`config.mk`:
```
export PLATFORM = sky130hd
export DESIGN_NAME = source_realign_top
export DESIGN_NICKNAME = d
export VERILOG_FILES = /design/src/rtl/realign_pkg.sv /design/src/rtl/word_stream_intf.sv /design/src/rtl/realign_ctrl_fsm.sv /design/src/rtl/line_word_counter.sv /design/src/rtl/stream_realigner.sv /design/src/rtl/source_realign_top.sv
export SDC_FILE = /design/constraint.sdc
export NUM_CORES = 1
export LEC_CHECK = 0
export ABC_AREA = 0
export BUFFER_PORTS_ARGS = -buffer_cell sky130_fd_sc_hd__clkbuf_2
export CAP_MARGIN = 25
export CELL_PAD_IN_SITES_DETAIL_PLACEMENT = 1
export CELL_PAD_IN_SITES_GLOBAL_PLACEMENT = 1
export CORE_AREA = 2 2 119 121
export DETAILED_ROUTE_END_ITERATION = 6
export DIE_AREA = 0 0 121 123
export GPL_TIMING_DRIVEN = 0
export PLACE_DENSITY_LB_ADDON = 0.1
export SLEW_MARGIN = 5
export SYNTH_ARGS = -nofsm -noshare
export SYNTH_HDL_FRONTEND = slang
export SYNTH_SLANG_ARGS = --single-unit
```
`constraint.sdc`:
```
create_clock -name clk_i -period 12.3 [get_ports clk_i]
set_input_delay 0 -clock clk_i [delete_from_list [all_inputs] [get_ports clk_i]]
set_output_delay 0 -clock clk_i [all_outputs]
set_load 0.02 [all_outputs]
```
`src/rtl/realign_pkg.sv`:
```
package realign_pkg;

  // stream word geometry, fixed for this realigner
  localparam int unsigned DATA_WIDTH = 32;
  localparam int unsigned NUM_BYTES  = DATA_WIDTH / 8; // bytes per word

  // one stream data word
  typedef logic [DATA_WIDTH-1:0] word_t;

  // byte offset of a line start inside a memory word
  typedef logic [$clog2(NUM_BYTES)-1:0] offset_t;

  // run sequencer states
  typedef enum logic [1:0] {
    IDLE = 2'b00, // waiting for start
    RUN  = 2'b01, // streaming lines
    DONE = 2'b10  // one-cycle end marker
  } ctrl_state_t;

endpackage

```
`src/rtl/word_stream_intf.sv`:
```
`timescale 1ns/1ps

// valid/ready word stream, transfer when valid & ready on a rising edge
interface word_stream_intf
  import realign_pkg::*;
();

  logic  valid; // driven by source
  logic  ready; // driven by sink
  word_t data;  // must hold while valid & ~ready

  modport source (
    output valid,
    output data,
    input  ready
  );

  modport sink (
    input  valid,
    input  data,
    output ready
  );

endinterface

```
`src/rtl/realign_ctrl_fsm.sv`:
```
`timescale 1ns/1ps

module realign_ctrl_fsm
  import realign_pkg::*;
#(
  parameter int unsigned CNT_WIDTH = 16
) (
  input  logic                 clk_i,
  input  logic                 rst_ni,
  input  logic                 start_i,
  input  offset_t              offset_i,
  input  logic [CNT_WIDTH-1:0] line_len_i,
  input  logic [CNT_WIDTH-1:0] n_lines_i,
  input  logic                 in_xfer_i,    // input handshake from the data path
  input  logic                 final_word_i, // last word of last line
  output logic                 run_active_o,
  output offset_t              offset_o,
  output logic [CNT_WIDTH-1:0] line_len_o,
  output logic [CNT_WIDTH-1:0] n_lines_o,
  output logic                 busy_o,
  output logic                 done_o
);

  ctrl_state_t          state_q, state_d;
  offset_t              offset_q;
  logic [CNT_WIDTH-1:0] line_len_q;
  logic [CNT_WIDTH-1:0] n_lines_q;
  logic                 start_ok; // start seen while idle

  assign start_ok = (state_q == IDLE) & start_i;

  // next state
  always_comb begin
    state_d = state_q;
    unique case (state_q)
      IDLE: begin
        if (start_i) begin
          state_d = RUN;
        end
      end
      RUN: begin
        // leave once the very last input word is taken
        if (in_xfer_i & final_word_i) begin
          state_d = DONE;
        end
      end
      DONE: begin
        state_d = IDLE; // single cycle marker
      end
      default: begin
        state_d = IDLE;
      end
    endcase
  end

  always_ff @(posedge clk_i or negedge rst_ni) begin
    if (!rst_ni) begin
      state_q <= IDLE;
    end else begin
      state_q <= state_d;
    end
  end

  // run settings stay frozen for the whole run
  always_ff @(posedge clk_i or negedge rst_ni) begin
    if (!rst_ni) begin
      offset_q   <= '0;
      line_len_q <= '0;
      n_lines_q  <= '0;
    end else if (start_ok) begin
      offset_q   <= offset_i;
      line_len_q <= line_len_i;
      n_lines_q  <= n_lines_i;
    end
  end

  assign run_active_o = (state_q == RUN);
  assign busy_o       = (state_q == RUN);  // drops together with done
  assign done_o       = (state_q == DONE);
  assign offset_o     = offset_q;
  assign line_len_o   = line_len_q;
  assign n_lines_o    = n_lines_q;

  // a new start must wait until the current run has finished
  a_no_start_busy: assert property (@(posedge clk_i) disable iff (!rst_ni)
    busy_o |-> !start_i);

  // done is a one-cycle pulse
  a_done_pulse: assert property (@(posedge clk_i) disable iff (!rst_ni)
    done_o |=> !done_o);

endmodule

```
`src/rtl/line_word_counter.sv`:
```
`timescale 1ns/1ps

module line_word_counter
  import realign_pkg::*;
#(
  parameter int unsigned CNT_WIDTH = 16
) (
  input  logic                 clk_i,
  input  logic                 rst_ni,
  input  logic                 run_active_i,
  input  offset_t              offset_i,
  input  logic [CNT_WIDTH-1:0] line_len_i,
  input  logic [CNT_WIDTH-1:0] n_lines_i,
  input  logic                 in_xfer_i,
  output logic                 first_word_o,
  output logic                 last_word_o,
  output logic                 final_word_o
);

  logic                 misaligned;     // line spans one extra memory word
  logic [CNT_WIDTH:0]   words_per_line; // one bit wider, line_len + 1 may overflow
  logic [CNT_WIDTH:0]   last_idx;
  logic [CNT_WIDTH-1:0] last_line;
  logic [CNT_WIDTH:0]   word_cnt_q;     // input words taken in current line
  logic [CNT_WIDTH-1:0] line_cnt_q;     // completed lines

  assign misaligned = (offset_i != '0);

  // aligned lines are line_len words, misaligned ones line_len + 1
  assign words_per_line = {1'b0, line_len_i} + {{CNT_WIDTH{1'b0}}, misaligned};
  assign last_idx       = words_per_line - 1'b1;
  assign last_line      = n_lines_i - 1'b1;

  always_ff @(posedge clk_i or negedge rst_ni) begin
    if (!rst_ni) begin
      word_cnt_q <= '0;
      line_cnt_q <= '0;
    end else if (!run_active_i) begin
      // idle or done, start each run from zero
      word_cnt_q <= '0;
      line_cnt_q <= '0;
    end else if (in_xfer_i) begin
      if (last_word_o) begin
        word_cnt_q <= '0;             // wrap to next line
        line_cnt_q <= line_cnt_q + 1'b1;
      end else begin
        word_cnt_q <= word_cnt_q + 1'b1;
      end
    end
  end

  assign first_word_o = (word_cnt_q == '0);
  assign last_word_o  = (word_cnt_q == last_idx);
  assign final_word_o = last_word_o & (line_cnt_q == last_line); // end of run

  // the word count wraps at the line end and never runs past it
  a_word_cnt_range: assert property (@(posedge clk_i) disable iff (!rst_ni)
    run_active_i |-> word_cnt_q < words_per_line);

endmodule

```
`src/rtl/stream_realigner.sv`:
```
`timescale 1ns/1ps

module stream_realigner
  import realign_pkg::*;
(
  input  logic            clk_i,
  input  logic            rst_ni,
  input  logic            run_active_i,
  input  logic            first_word_i, // word count at zero
  input  logic            last_word_i,  // line's last input word
  input  offset_t         offset_i,
  word_stream_intf.sink   in_s,
  word_stream_intf.source out_s,
  output logic            in_xfer_o
);

  localparam int unsigned SHIFT_W = $clog2(DATA_WIDTH) + 1; // holds 0..DATA_WIDTH

  word_t              prev_q;     // previous input word
  logic               misaligned;
  logic               absorb;     // first word of a misaligned line
  logic [SHIFT_W-1:0] shift_dn;   // bits dropped from the previous word
  logic [SHIFT_W-1:0] shift_up;   // bits the current word moves up
  word_t              merged;

  assign misaligned = (offset_i != '0);
  assign absorb     = misaligned & first_word_i;

  // handshake
  // the absorbed word is taken without waiting on the output side
  assign in_s.ready  = run_active_i & (absorb | out_s.ready);
  assign out_s.valid = run_active_i & in_s.valid & ~absorb;
  assign in_xfer_o   = in_s.valid & in_s.ready;

  // keep each accepted word, its upper bytes feed the next output
  always_ff @(posedge clk_i) begin
    if (in_xfer_o) begin
      prev_q <= in_s.data;
    end
  end

  // byte shifts in bits
  always_comb begin
    shift_dn = SHIFT_W'(offset_i) << 3;
    shift_up = SHIFT_W'(DATA_WIDTH) - shift_dn;
  end

  // little endian merge
  // low bytes are prev[offset..3], high bytes are cur[0..offset-1]
  always_comb begin
    merged = (prev_q >> shift_dn) | (in_s.data << shift_up);
  end

  // zero latency, output follows the current input word
  assign out_s.data = misaligned ? merged : in_s.data;

  // a stalled output word must not change
  a_out_data_stable: assert property (@(posedge clk_i) disable iff (!rst_ni)
    out_s.valid && !out_s.ready |=> $stable(out_s.data));

  // the line's last input word always completes an output word
  a_last_word_out: assert property (@(posedge clk_i) disable iff (!rst_ni)
    run_active_i && last_word_i && in_xfer_o |-> out_s.valid && out_s.ready);

endmodule

```
`src/rtl/source_realign_top.sv`:
```
`timescale 1ns/1ps

module source_realign_top
  import realign_pkg::*;
#(
  parameter int unsigned CNT_WIDTH = 16 // line length and line count width
) (
  input  logic                 clk_i,
  input  logic                 rst_ni,
  input  logic                 start_i,
  input  offset_t              offset_i,
  input  logic [CNT_WIDTH-1:0] line_len_i, // logical words per line
  input  logic [CNT_WIDTH-1:0] n_lines_i,
  input  logic                 in_valid_i,
  input  word_t                in_data_i,
  output logic                 in_ready_o,
  output logic                 out_valid_o,
  output word_t                out_data_o,
  input  logic                 out_ready_i,
  output logic                 busy_o,
  output logic                 done_o
);

  word_stream_intf in_s ();  // memory side
  word_stream_intf out_s (); // aligned side

  logic                 run_active;
  offset_t              offset;
  logic [CNT_WIDTH-1:0] line_len;
  logic [CNT_WIDTH-1:0] n_lines;
  logic                 first_word;
  logic                 last_word;
  logic                 final_word;
  logic                 in_xfer;

  // port to interface
  assign in_s.valid  = in_valid_i;
  assign in_s.data   = in_data_i;
  assign in_ready_o  = in_s.ready;
  assign out_valid_o = out_s.valid;
  assign out_data_o  = out_s.data;
  assign out_s.ready = out_ready_i;

  realign_ctrl_fsm #(
    .CNT_WIDTH ( CNT_WIDTH )
  ) u_ctrl (
    .clk_i        ( clk_i      ),
    .rst_ni       ( rst_ni     ),
    .start_i      ( start_i    ),
    .offset_i     ( offset_i   ),
    .line_len_i   ( line_len_i ),
    .n_lines_i    ( n_lines_i  ),
    .in_xfer_i    ( in_xfer    ),
    .final_word_i ( final_word ),
    .run_active_o ( run_active ),
    .offset_o     ( offset     ),
    .line_len_o   ( line_len   ),
    .n_lines_o    ( n_lines    ),
    .busy_o       ( busy_o     ),
    .done_o       ( done_o     )
  );

  line_word_counter #(
    .CNT_WIDTH ( CNT_WIDTH )
  ) u_counter (
    .clk_i        ( clk_i      ),
    .rst_ni       ( rst_ni     ),
    .run_active_i ( run_active ),
    .offset_i     ( offset     ),
    .line_len_i   ( line_len   ),
    .n_lines_i    ( n_lines    ),
    .in_xfer_i    ( in_xfer    ),
    .first_word_o ( first_word ),
    .last_word_o  ( last_word  ),
    .final_word_o ( final_word )
  );

  stream_realigner u_realigner (
    .clk_i        ( clk_i      ),
    .rst_ni       ( rst_ni     ),
    .run_active_i ( run_active ),
    .first_word_i ( first_word ),
    .last_word_i  ( last_word  ),
    .offset_i     ( offset     ),
    .in_s         ( in_s       ),
    .out_s        ( out_s      ),
    .in_xfer_o    ( in_xfer    )
  );

endmodule

```
; ---- After elaboration in Yosys (flattened, before gate mapping)
; Cells that the tools add are included.
[word_totals]
reg_bits = 101
[op_classes]
addsub = 6
muxes = 10
shift = 2
n_eq_ne = 8
n_reduce_logical = 5
n_bitwise = 11
[ops]
columns = op, n
row1 = two-way mux 17 bit, 3
row2 = two-way mux 16 bit, 3
row3 = two-way mux 32 bit, 1
row4 = bitwise OR 32 bit, 1
row5 = << shifter 32 x 6 -> 32 bit, 1
row6 = >> shifter 32 x 5 -> 32 bit, 1
row7 = adder 16 x 1 -> 17 bit, 1
row8 = adder 17 x 1 -> 17 bit (second input constant), 1
row9 = equality test 17 bit, 1
row10 = zero test 17 bit, 1
row11 = subtractor 17 x 1 -> 17 bit (second input constant), 1
row12 = adder 16 x 1 -> 16 bit (second input constant), 1
row13 = equality test 16 bit, 1
row14 = subtractor 16 x 1 -> 16 bit (second input constant), 1
row15 = bitwise AND 1 bit, 8
row16 = inequality test 2 bit (second input constant), 4
row17 = subtractor 6 x 5 -> 6 bit (first input constant), 1
row18 = two-way mux 2 bit, 2
row19 = case mux 2 bit (2 select lines), 1
row20 = AND reduction 2 bit, 2
row21 = equality test 2 x 1 -> 1 bit (second input constant), 1
row22 = equality test 2 bit (second input constant), 1
row23 = zero test 2 bit, 1
row24 = nonzero test 2 bit, 1
row25 = 2 further kinds, 2

; ---- Longest topological paths before layout
; Gate-level depths: netlist of the first run.
[logic_depth]
ltp_word = 8
depth_mapped = 17
ltp_nobuf = 12

; ---- Cells and area by module
; From an unflattened synthesis of the first run, not the netlist that was laid out.
[hier_totals]
cells_unflattened = 671
hier_area_um2 = 6946.7
[by_module_without_submodules]
columns = module, cells_per_inst, instances, seq_area_each_um2, area_each_um2
row1 = line_word_counter, 373, 1, 825.8, 3019.1
row2 = stream_realigner, 218, 1, 960.9, 2552.4
row3 = realign_ctrl_fsm, 80, 1, 900.9, 1375.1

; ---- Least setup slack after synthesis of the first run
; OpenSTA, ideal clock, no wires.
[synth_timing]
path_kind = register to register
start = register u_ctrl.offset_q[1], in the netlist u_ctrl.offset_o[1]
end = register u_counter.line_cnt_q[7]
setup_time_ps = 78
path_buffers = 4
period_less_slack_ps = 4432
setup_slack_ps = 7868
stages_incl_launch_ff = 16
required_time_ps = 12222
arrival_ps = 4354
path_cell_list = dfrtp_1 -> clkbuf_1 -> clkbuf_1 -> clkinv_1 -> ha_1 -> ha_1 -> or4b_1 -> buf_2 -> nor3_1 -> mux2_2 -> o211ai_1 -> or3b_1 -> or4b_1 -> buf_2 -> or4_1 -> a21oi_1
[synth_via]
elab_chain_cells = 7
elab_cells_between_ends = 11
cone_classes = 2 x add/sub / 3 x eq/ne / 4 x bitwise / 2 x reduce/logical
[synth_rtl]
columns = element, line
row1 = "start, declared", realign_ctrl_fsm.sv:25  ; offset_t offset_q;
row2 = "start signal, assigned", realign_ctrl_fsm.sv:71  ; offset_q <= offset_i;
row3 = nonzero test 2 bit *, "line_word_counter.sv:27, stream_realigner.sv:26"
row4 = branches (longest 5 deep; another with adder 16 x 1 -> 17 bit), --
row5 = AND reduction 2 bit (no line) *, --
row6 = "end signal, assigned", line_word_counter.sv:45  ; line_cnt_q <= line_cnt_q + 1'b1;
row7 = "end, declared", line_word_counter.sv:25  ; logic [CNT_WIDTH-1:0] line_cnt_q;
; Every way passes the cells marked *.
; A chain may end at the register's enable or synchronous reset.

; ---- Worst setup path in the final report of the first run
[layout_timing]
start = register u_ctrl.offset_q[1], in the netlist u_ctrl.offset_o[1]
end = register u_counter.line_cnt_q[12]
; Same word-level chain as after synthesis.

==> results of run 1 <==
metal layers:
metal	part of all wire, %	vias up	track usage, %
li1	-	2805	-
met1	40	3107	35.2
met2	51	250	53.6
met3	5.8	71	6.23
met4	3.8	2	13.9
met5	0.059	-	0
flip-flops by register name (all words and copies together), names as in the netlist:
name                  flops
u_counter.line_cnt_q     16
u_counter.word_cnt_q     17
u_ctrl.line_len_o        16
u_ctrl.n_lines_o         16
u_ctrl.offset_o           2
u_ctrl.state_q            2
u_realigner.prev_q       32
stage by stage:
stage               hold WS (ns)  utilization [%]
CTS                       0.0661             59.0
detailed placement       -0.0895             52.0
floorplan                 -0.296                -
finish                    0.0695             59.1
global placement           0.196             51.8
global route              0.0952             59.1
placed cells by master, fill, tap and decap left out, types with 14 or more instances in the layout:
| master | synthesis | routed |
|---|---|---|
| dlygate4sd3_1 | 0 | 67 |
| nand3_1 | 17 | 17 |
| dfrtp_1 | 69 | 69 |
| edfxtp_1 | 32 | 32 |
| mux2i_1 | 29 | 29 |
| nor2_1 | 53 | 53 |
| o21ai_0 | 53 | 53 |
| clkbuf_1 | 25 | 25 |
| xor2_1 | 27 | 27 |
| nand2_1 | 66 | 66 |
| mux2_2 | 27 | 27 |
| inv_1 | 22 | 21 |
| nand4_1 | 14 | 14 |
| a21oi_1 | 23 | 23 |
| xnor2_1 | 30 | 30 |
| clkbuf_2 | 0 | 106 |
where the power goes:
group	total (mW)	switching, mW	internal [mW]
registers	0.402	0.0269	0.375
clock network	0.286	0.133	0.153
logic	0.244	0.146	0.0982
total	0.933	0.306	0.626
synthesized netlist by cell type, types with 6 or more instances:
cell type  instances  share of area, %
inv_1             22               1.3
edfxtp_1          32                15
nand4_1           14               1.4
nand3_1           17               1.4
mux2_2            27               4.8
mux2i_1           29               4.6
nor3_1            10              0.80
a32o_1            10               1.6
dfrtp_1           69                27
or4_1              7              0.84
a211oi_1           8              0.95
nand2_1           66               3.9
and3_1             7              0.70
xnor2_1           30               4.2
ha_1               7               1.4
nor2_1            53               3.2
a21oi_1           23               1.8
nor2b_1            7              0.70
a221oi_1          11               1.5
or3_1             10              0.99
clkbuf_1          25               1.5
xor2_1            27               3.8
nor4_1             7              0.70
o21ai_0           53               4.2
and2_1             6              0.60
worst max path at each step:
stage | end
after CTS | u_counter.line_cnt_q[12]
final | u_counter.line_cnt_q[12]
after detailed placement | u_counter.line_cnt_q[12]
after global placement | u_counter.line_cnt_q[12]
after floorplan | u_counter.line_cnt_q[7]
after global routing | u_counter.line_cnt_q[11]
final cells by class:
| cell class | count | area (um2) |
|---|---|---|
| inverter | 25 | 93.8 |
| tap | 180 | 225 |
| clock buffer | 11 | 264 |
| multi-input combinational | 499 | 3340 |
| buffer | 37 | 174 |
| fill | 1615 | 5570 |
| sequential | 101 | 2690 |
| antenna | 1 | 2.50 |
| timing repair buffer | 176 | 1240 |
| clock inverter | 3 | 18.8 |
timing repair:
| action | in CTS | in global routing |
|---|---|---|
| hold buffers | 67 | 0 |
| buffers inserted | 0 | 0 |
| endpoints found under the hold margin | 135 | 0 |
| setup endpoints to repair | 0 | 0 |
cells by family after synthesis:
family | Yosys count | synth area share (%)
AO/OA/AOI/OAI | 138 | 14.2
XOR/XNOR | 57 | 7.93
adder cells (fa/ha/maj) | 7 | 1.39
buffers and inverters | 62 | 4.26
flip-flops | 101 | 42.7
multiplexers | 56 | 9.45
AND/OR/NAND/NOR | 241 | 20.0
==> flow_summary_export.csv, run 1 <==
group,metric,value,unit
outcome,status,"finished, final reports clean",
timing,fmax,165,MHz
timing,tns,0,ns
worst_setup_path,worst_path_dominant_cell_family,"buffers and inverters",
grt,grt_pass1_vias,6636,
detailed_routing,routed_wirelength,22200,um
cts,total_clock_buffers_created_by_cts,9,
worst_setup_path,worst-path-stages,17,
cts,htree_levels,3,
worst_setup_path,cp.arrival,6.28,ns
run,cap_violations,0,
timing,layout_min_cycle_time,6.06,ns
grt,antenna_found_initial,2,
hold_path,worstHoldPathType,"primary input to asynchronous set/reset pin",
detailed_routing,drc,0,
final_layout,layout-area-overhead-vs-synth,27.8,%
cts,cts_tree,"yes",
cts,clock-sinks,101,
worst_setup_path,highest_fanout_seen_on_the_critical_path,10,
worst_setup_path,critical_path.endpoint_type,"flop",
final_layout,design.final.nets,927,
placed_design,hpwlAfterDp,14800,um
placed_design,placed_cells,950,
timing,timing_worst_slew_pin_value,0.976,ns
final_layout,fin_area,8040,um2
worst_setup_path,regToRegEndpoint,"u_counter.line_cnt_q[12]",
synth,synth_fp_nets,740,
floorplanning,chipHeight,123,um
worst_setup_path,worstRegToRegCells,17,
synth,synth-edff-count,32,
synth,flop_and_latch_count_out_of_synthesis,101,
timing,final-hold-violation-count,0,
worst_setup_path,worstPathBufferInverterCount,6,
cts,clkSlewWorstSetupHoldPaths,0.07,ns
detailed_routing,vias_per_std_cell,6.04,
synth,ys_types,59,
placed_design,detailed_place.area,7080,um2
power_and_ir_drop,power_per_cell_area,116,nW/um2
worst_setup_path,cp_cell_sequence,"clkbuf_1, clkbuf_1, clkinv_1, ha_1, ha_1, ha_1, nor3b_1, or3_1, a31oi_1, o22ai_1, or3b_1, or4b_1, buf_2, buf_6, clkbuf_1, o21ai_0, a21oi_1",
final_layout,drive_gt1_share,20.0,%
placed_design,gpl.final_weighted_congestion,0.926,
synth,synthesis.yosys.warnings,0,
timing,postLayoutSetupSlackWorst,6.24,ns
floorplanning,core_area,13600,um2
grt,grt_start_max_net_pins,56,
worst_setup_path,crit_type,"flop to flop",
detailed_routing,firstDrtPassIters,5,
worst_setup_path,rrSetupSlack,6.24,ns
timing,finalSetupViolations,0,
grt,grt.total_usage,30.2,%
detailed_routing,routedWlPerCell,21.5,um
timing,unrepaired_setup_endpoints_after_global_routing,"no",
worst_setup_path,crit_start,"u_ctrl.offset_o[1]",
synth,syn-instance-count,662,
floorplanning,dieWidth,121,um
placed_design,placement.setup.worst_slack,6.42,ns
power_and_ir_drop,leakage,3.44,nW
timing,final.period_utilization,49.2,%
detailed_routing,detailroute.via_count,6235,
timing,timing.slew.headroom,34.9,%
worst_setup_path,cp_launch_type,"flop",
floorplanning,floorplan.initialDensity,46.2,%
floorplanning,area_of_the_die,14900,um2
worst_setup_path,crit_path_max_delay_cell_type,"clkbuf_1",
floorplanning,design.portCount,107,
power_and_ir_drop,vdd_ir_drop_max,0.0804,mV
synth,postSynth.asyncResetShare,68.3,%
cts,post_cts.resized_instances,0,
timing,maxSlewViolCount,0,
worst_setup_path,cp.required,12.53,ns
cts,clockRootBuffer,"clkbuf_16",
detailed_routing,detailedRoute.firstIterationViolations,380,
synth,dominantRegCellSynth,"dfrtp_1",
power_and_ir_drop,power,933,uW
cts,clockBufferDepth,2,
synth,synth.yosys.seq_area_share,42.7,%
synth,mappedNetlistArea,6290,um2
grt,grt_overflow,0,
worst_setup_path,worstReg2RegStart,"u_ctrl.offset_o[1]",
floorplanning,rows,43,
placed_design,buffer_ports.inserted,106,
final_layout,final_cell_count_no_fill,1033,
timing,finalClockSkew,0.00362,ns
synth,postSynthAreaPerCell,9.50,um2
detailed_routing,detail-route-antenna-nets,0,
grt,grt_first_pass_wirelength,34600,um
cts,insertion_delay,0.36,ns
worst_setup_path,slowest_delay,0.64,ns
No activity file was read; power rests on OpenSTA's default activity.
==> inputs of run 2 (changes only) <==
--- a/config.mk
+++ b/config.mk
@@ -10,9 +10,9 @@
 export CAP_MARGIN = 25
 export CELL_PAD_IN_SITES_DETAIL_PLACEMENT = 1
 export CELL_PAD_IN_SITES_GLOBAL_PLACEMENT = 1
-export CORE_AREA = 2 2 119 121
+export CORE_AREA = 2 2 123 125
 export DETAILED_ROUTE_END_ITERATION = 6
-export DIE_AREA = 0 0 121 123
+export DIE_AREA = 0 0 125 127
 export GPL_TIMING_DRIVEN = 0
 export PLACE_DENSITY_LB_ADDON = 0.1
 export SLEW_MARGIN = 5
==> constraint.sdc (replaced) <==
create_clock -name clk_i -period 6.1 [get_ports clk_i]
set_input_delay 0 -clock clk_i [delete_from_list [all_inputs] [get_ports clk_i]]
set_output_delay 0 -clock clk_i [all_outputs]
set_load 0.02 [all_outputs]
==> run 2 against run 1 <==
Cell area grew 0.22%. Utilization decreased by 3.2 points. Hold slack gained 0.010 ns. Clock power grew 110%. Critical path depth did not move. Setup slack got worse by 6.0 ns. Flip-flop and latch count is the same. First-iteration DRC count is 4.7% higher. Critical path type unchanged. Cell count increased by 0.48%. Critical endpoint is now u_counter.line_cnt_q[13].
==> flow_summary_export.csv, run 2 (synthesis results as in run 1) <==
group,metric,value,unit
outcome,status,"finished, final reports clean",
final_layout,final_common_cell,"clkbuf_2",
worst_setup_path,highest_fanout_seen_on_the_critical_path,10,
grt,grt_start_max_net_pins,53,
placed_design,placed_cells,953,
grt,grt_overflow,0,
run,cap_violations,0,
detailed_routing,detailroute.via_count,6047,
grt,antenna_found_initial,0,
timing,maxSlewViolCount,0,
power_and_ir_drop,leakage,3.45,nW
worst_setup_path,crit_type,"flop to flop",
final_layout,fin_area,8060,um2
placed_design,placement.setup.worst_slack,0.367,ns
final_layout,fillCellCount,1678,
final_layout,drive_gt1_share,20.0,%
final_layout,multi_input_comb_area,3340,um2
worst_setup_path,cp.required,6.32,ns
detailed_routing,routed_wirelength,21200,um
detailed_routing,vias_per_std_cell,5.83,
worst_setup_path,cp_launch_type,"flop",
detailed_routing,detail-route-antenna-nets,0,
cts,clockRootBuffer,"clkbuf_16",
cts,total_clock_buffers_created_by_cts,9,
final_layout,register_with_the_highest_flop_count,"u_realigner.prev_q",
worst_setup_path,worstReg2RegStart,"u_ctrl.offset_o[1]",
final_layout,antennaDiodeCount,0,
floorplanning,chipHeight,127,um
final_layout,mostFrequentLayoutCells,"106 x clkbuf_2, 69 x dfrtp_1, 67 x dlygate4sd3_1",
floorplanning,rows,44,
final_layout,layout.core_utilization,55.9,%
timing,postLayoutSetupSlackWorst,0.235,ns
detailed_routing,detailedRoute.firstIterationViolations,398,
placed_design,buffer_ports.inserted,106,
timing,finalSetupViolations,0,
floorplanning,core_area,14400,um2
cts,clkSlewWorstSetupHoldPaths,0.07,ns
timing,timing_worst_slew_pin_value,0.935,ns
worst_setup_path,critical_path.endpoint_type,"flop",
floorplanning,design.portCount,107,
cts,insertion_delay,0.36,ns
grt,grt_pass1_vias,6375,
placed_design,detailed_place.area,7080,um2
timing,finalClockSkew,0.00844,ns
worst_setup_path,cp.arrival,6.09,ns
hold_path,worstHoldPathType,"primary input to asynchronous set/reset pin",
final_layout,flip_flop_count_of_the_largest_register_after_layout,32,
cts,htree_levels,3,
floorplanning,dieWidth,125,um
power_and_ir_drop,power,1.89,mW
cts,post_cts.repair.setup_buffers,0,
detailed_routing,routedWlPerCell,20.4,um
final_layout,final_cell_count_no_fill,1038,
placed_design,gpl.final_weighted_congestion,0.902,
power_and_ir_drop,power_per_cell_area,235,nW/um2
timing,final-hold-violation-count,0,
cts,clock-sinks,101,
cts,cts_tree,"yes",
floorplanning,floorplan.initialDensity,43.6,%
worst_setup_path,regToRegEndpoint,"u_counter.line_cnt_q[13]",
detailed_routing,drc,0,
power_and_ir_drop,vdd_ir_drop_max,0.162,mV
timing,final.period_utilization,96.1,%
worst_setup_path,rrSetupSlack,0.24,ns
worst_setup_path,worstRegToRegCells,17,
floorplanning,area_of_the_die,15900,um2
timing,layout_min_cycle_time,5.86,ns
cts,clockBufferDepth,2,
final_layout,layout-area-overhead-vs-synth,28.1,%
final_layout,biggestRegsByFlops,"u_realigner.prev_q (32), u_counter.word_cnt_q (17)",
timing,fmax,171,MHz
worst_setup_path,crit_start,"u_ctrl.offset_o[1]",
timing,unrepaired_setup_endpoints_after_global_routing,"no",
detailed_routing,firstDrtPassIters,5,
final_layout,design.final.nets,927,
final_layout,area.sequential,2690,um2
placed_design,hpwlAfterDp,14500,um
timing,timing.slew.headroom,37.6,%
grt,grt.total_usage,27.0,%
grt,grt_first_pass_wirelength,34100,um
run 2: cell count changes in the layout (fill, tap and decap cells not counted):
cell / change
inv_6: +1
clkbuf_16: -1
clkinv_4: +1
bufinv_16: +1
inv_2: -1
clkbuf_1: +1
clkbuf_8: -1
inv_4: +1
diode_2: -1
run 2: cell type report:
class	instances	share of cell area (%)
clock inverters	6	0.838
flip-flops and latches	101	33.3
multi-input cells	499	41.4
plain buffers	37	2.16
well taps	184	2.86
inverters	25	1.18
clock buffers	10	2.84
repair buffers	176	15.4
run 2: critical path: stages (launching register included):
cell,delay (ns)
dfrtp_1,0.33
clkbuf_1,0.53
clkbuf_1,0.62
clkinv_1,0.57
ha_1,0.38
ha_1,0.22
ha_1,0.24
nor3b_1,0.20
or3_1,0.33
a31oi_1,0.18
o22ai_1,0.15
or3b_1,0.45
or4b_1,0.53
buf_2,0.21
buf_6,0.17
clkbuf_1,0.24
o21ai_0,0.28
a21oi_1,0.10
run 2: power by group:
group | internal, mW | switching (mW) | leakage, nW
clock | 0.322 | 0.276 | 0.148
sequential | 0.756 | 0.0532 | 1.19
combinational | 0.198 | 0.288 | 2.11
total | 1.28 | 0.617 | 3.45
run 2: worst max path at each step:
stage                                     to
finish              u_counter.line_cnt_q[13]
global route        u_counter.line_cnt_q[13]
CTS                 u_counter.line_cnt_q[13]
detailed placement  u_counter.line_cnt_q[13]
global placement    u_counter.line_cnt_q[10]
floorplan            u_counter.line_cnt_q[7]
run 2: per-layer routing:
metal	global-route usage, %	wire, um	part of all wire (%)	vias up
li1	-	-	-	2809
met1	34.6	9320	44	3030
met2	46.8	10500	49	180
met3	5.03	1040	4.9	28
met4	7.97	351	1.7	0
met5	0	0	0	-
run 2: what timing repair did:
action                     CTS  global route
hold endpoints to repair   135             0
setup endpoints to repair    0            21
hold buffers                67             0
resized for setup            0             1
run 2: stage by stage:
stage / hold WS, ns / setup TNS [ns]
final: 0.0798 / 0
after global routing: 0.120 / 0
after global placement: 0.193 / -0.238
after detailed placement: -0.0658 / 0
after floorplan: -0.296 / 0
after CTS: 0.0770 / 0
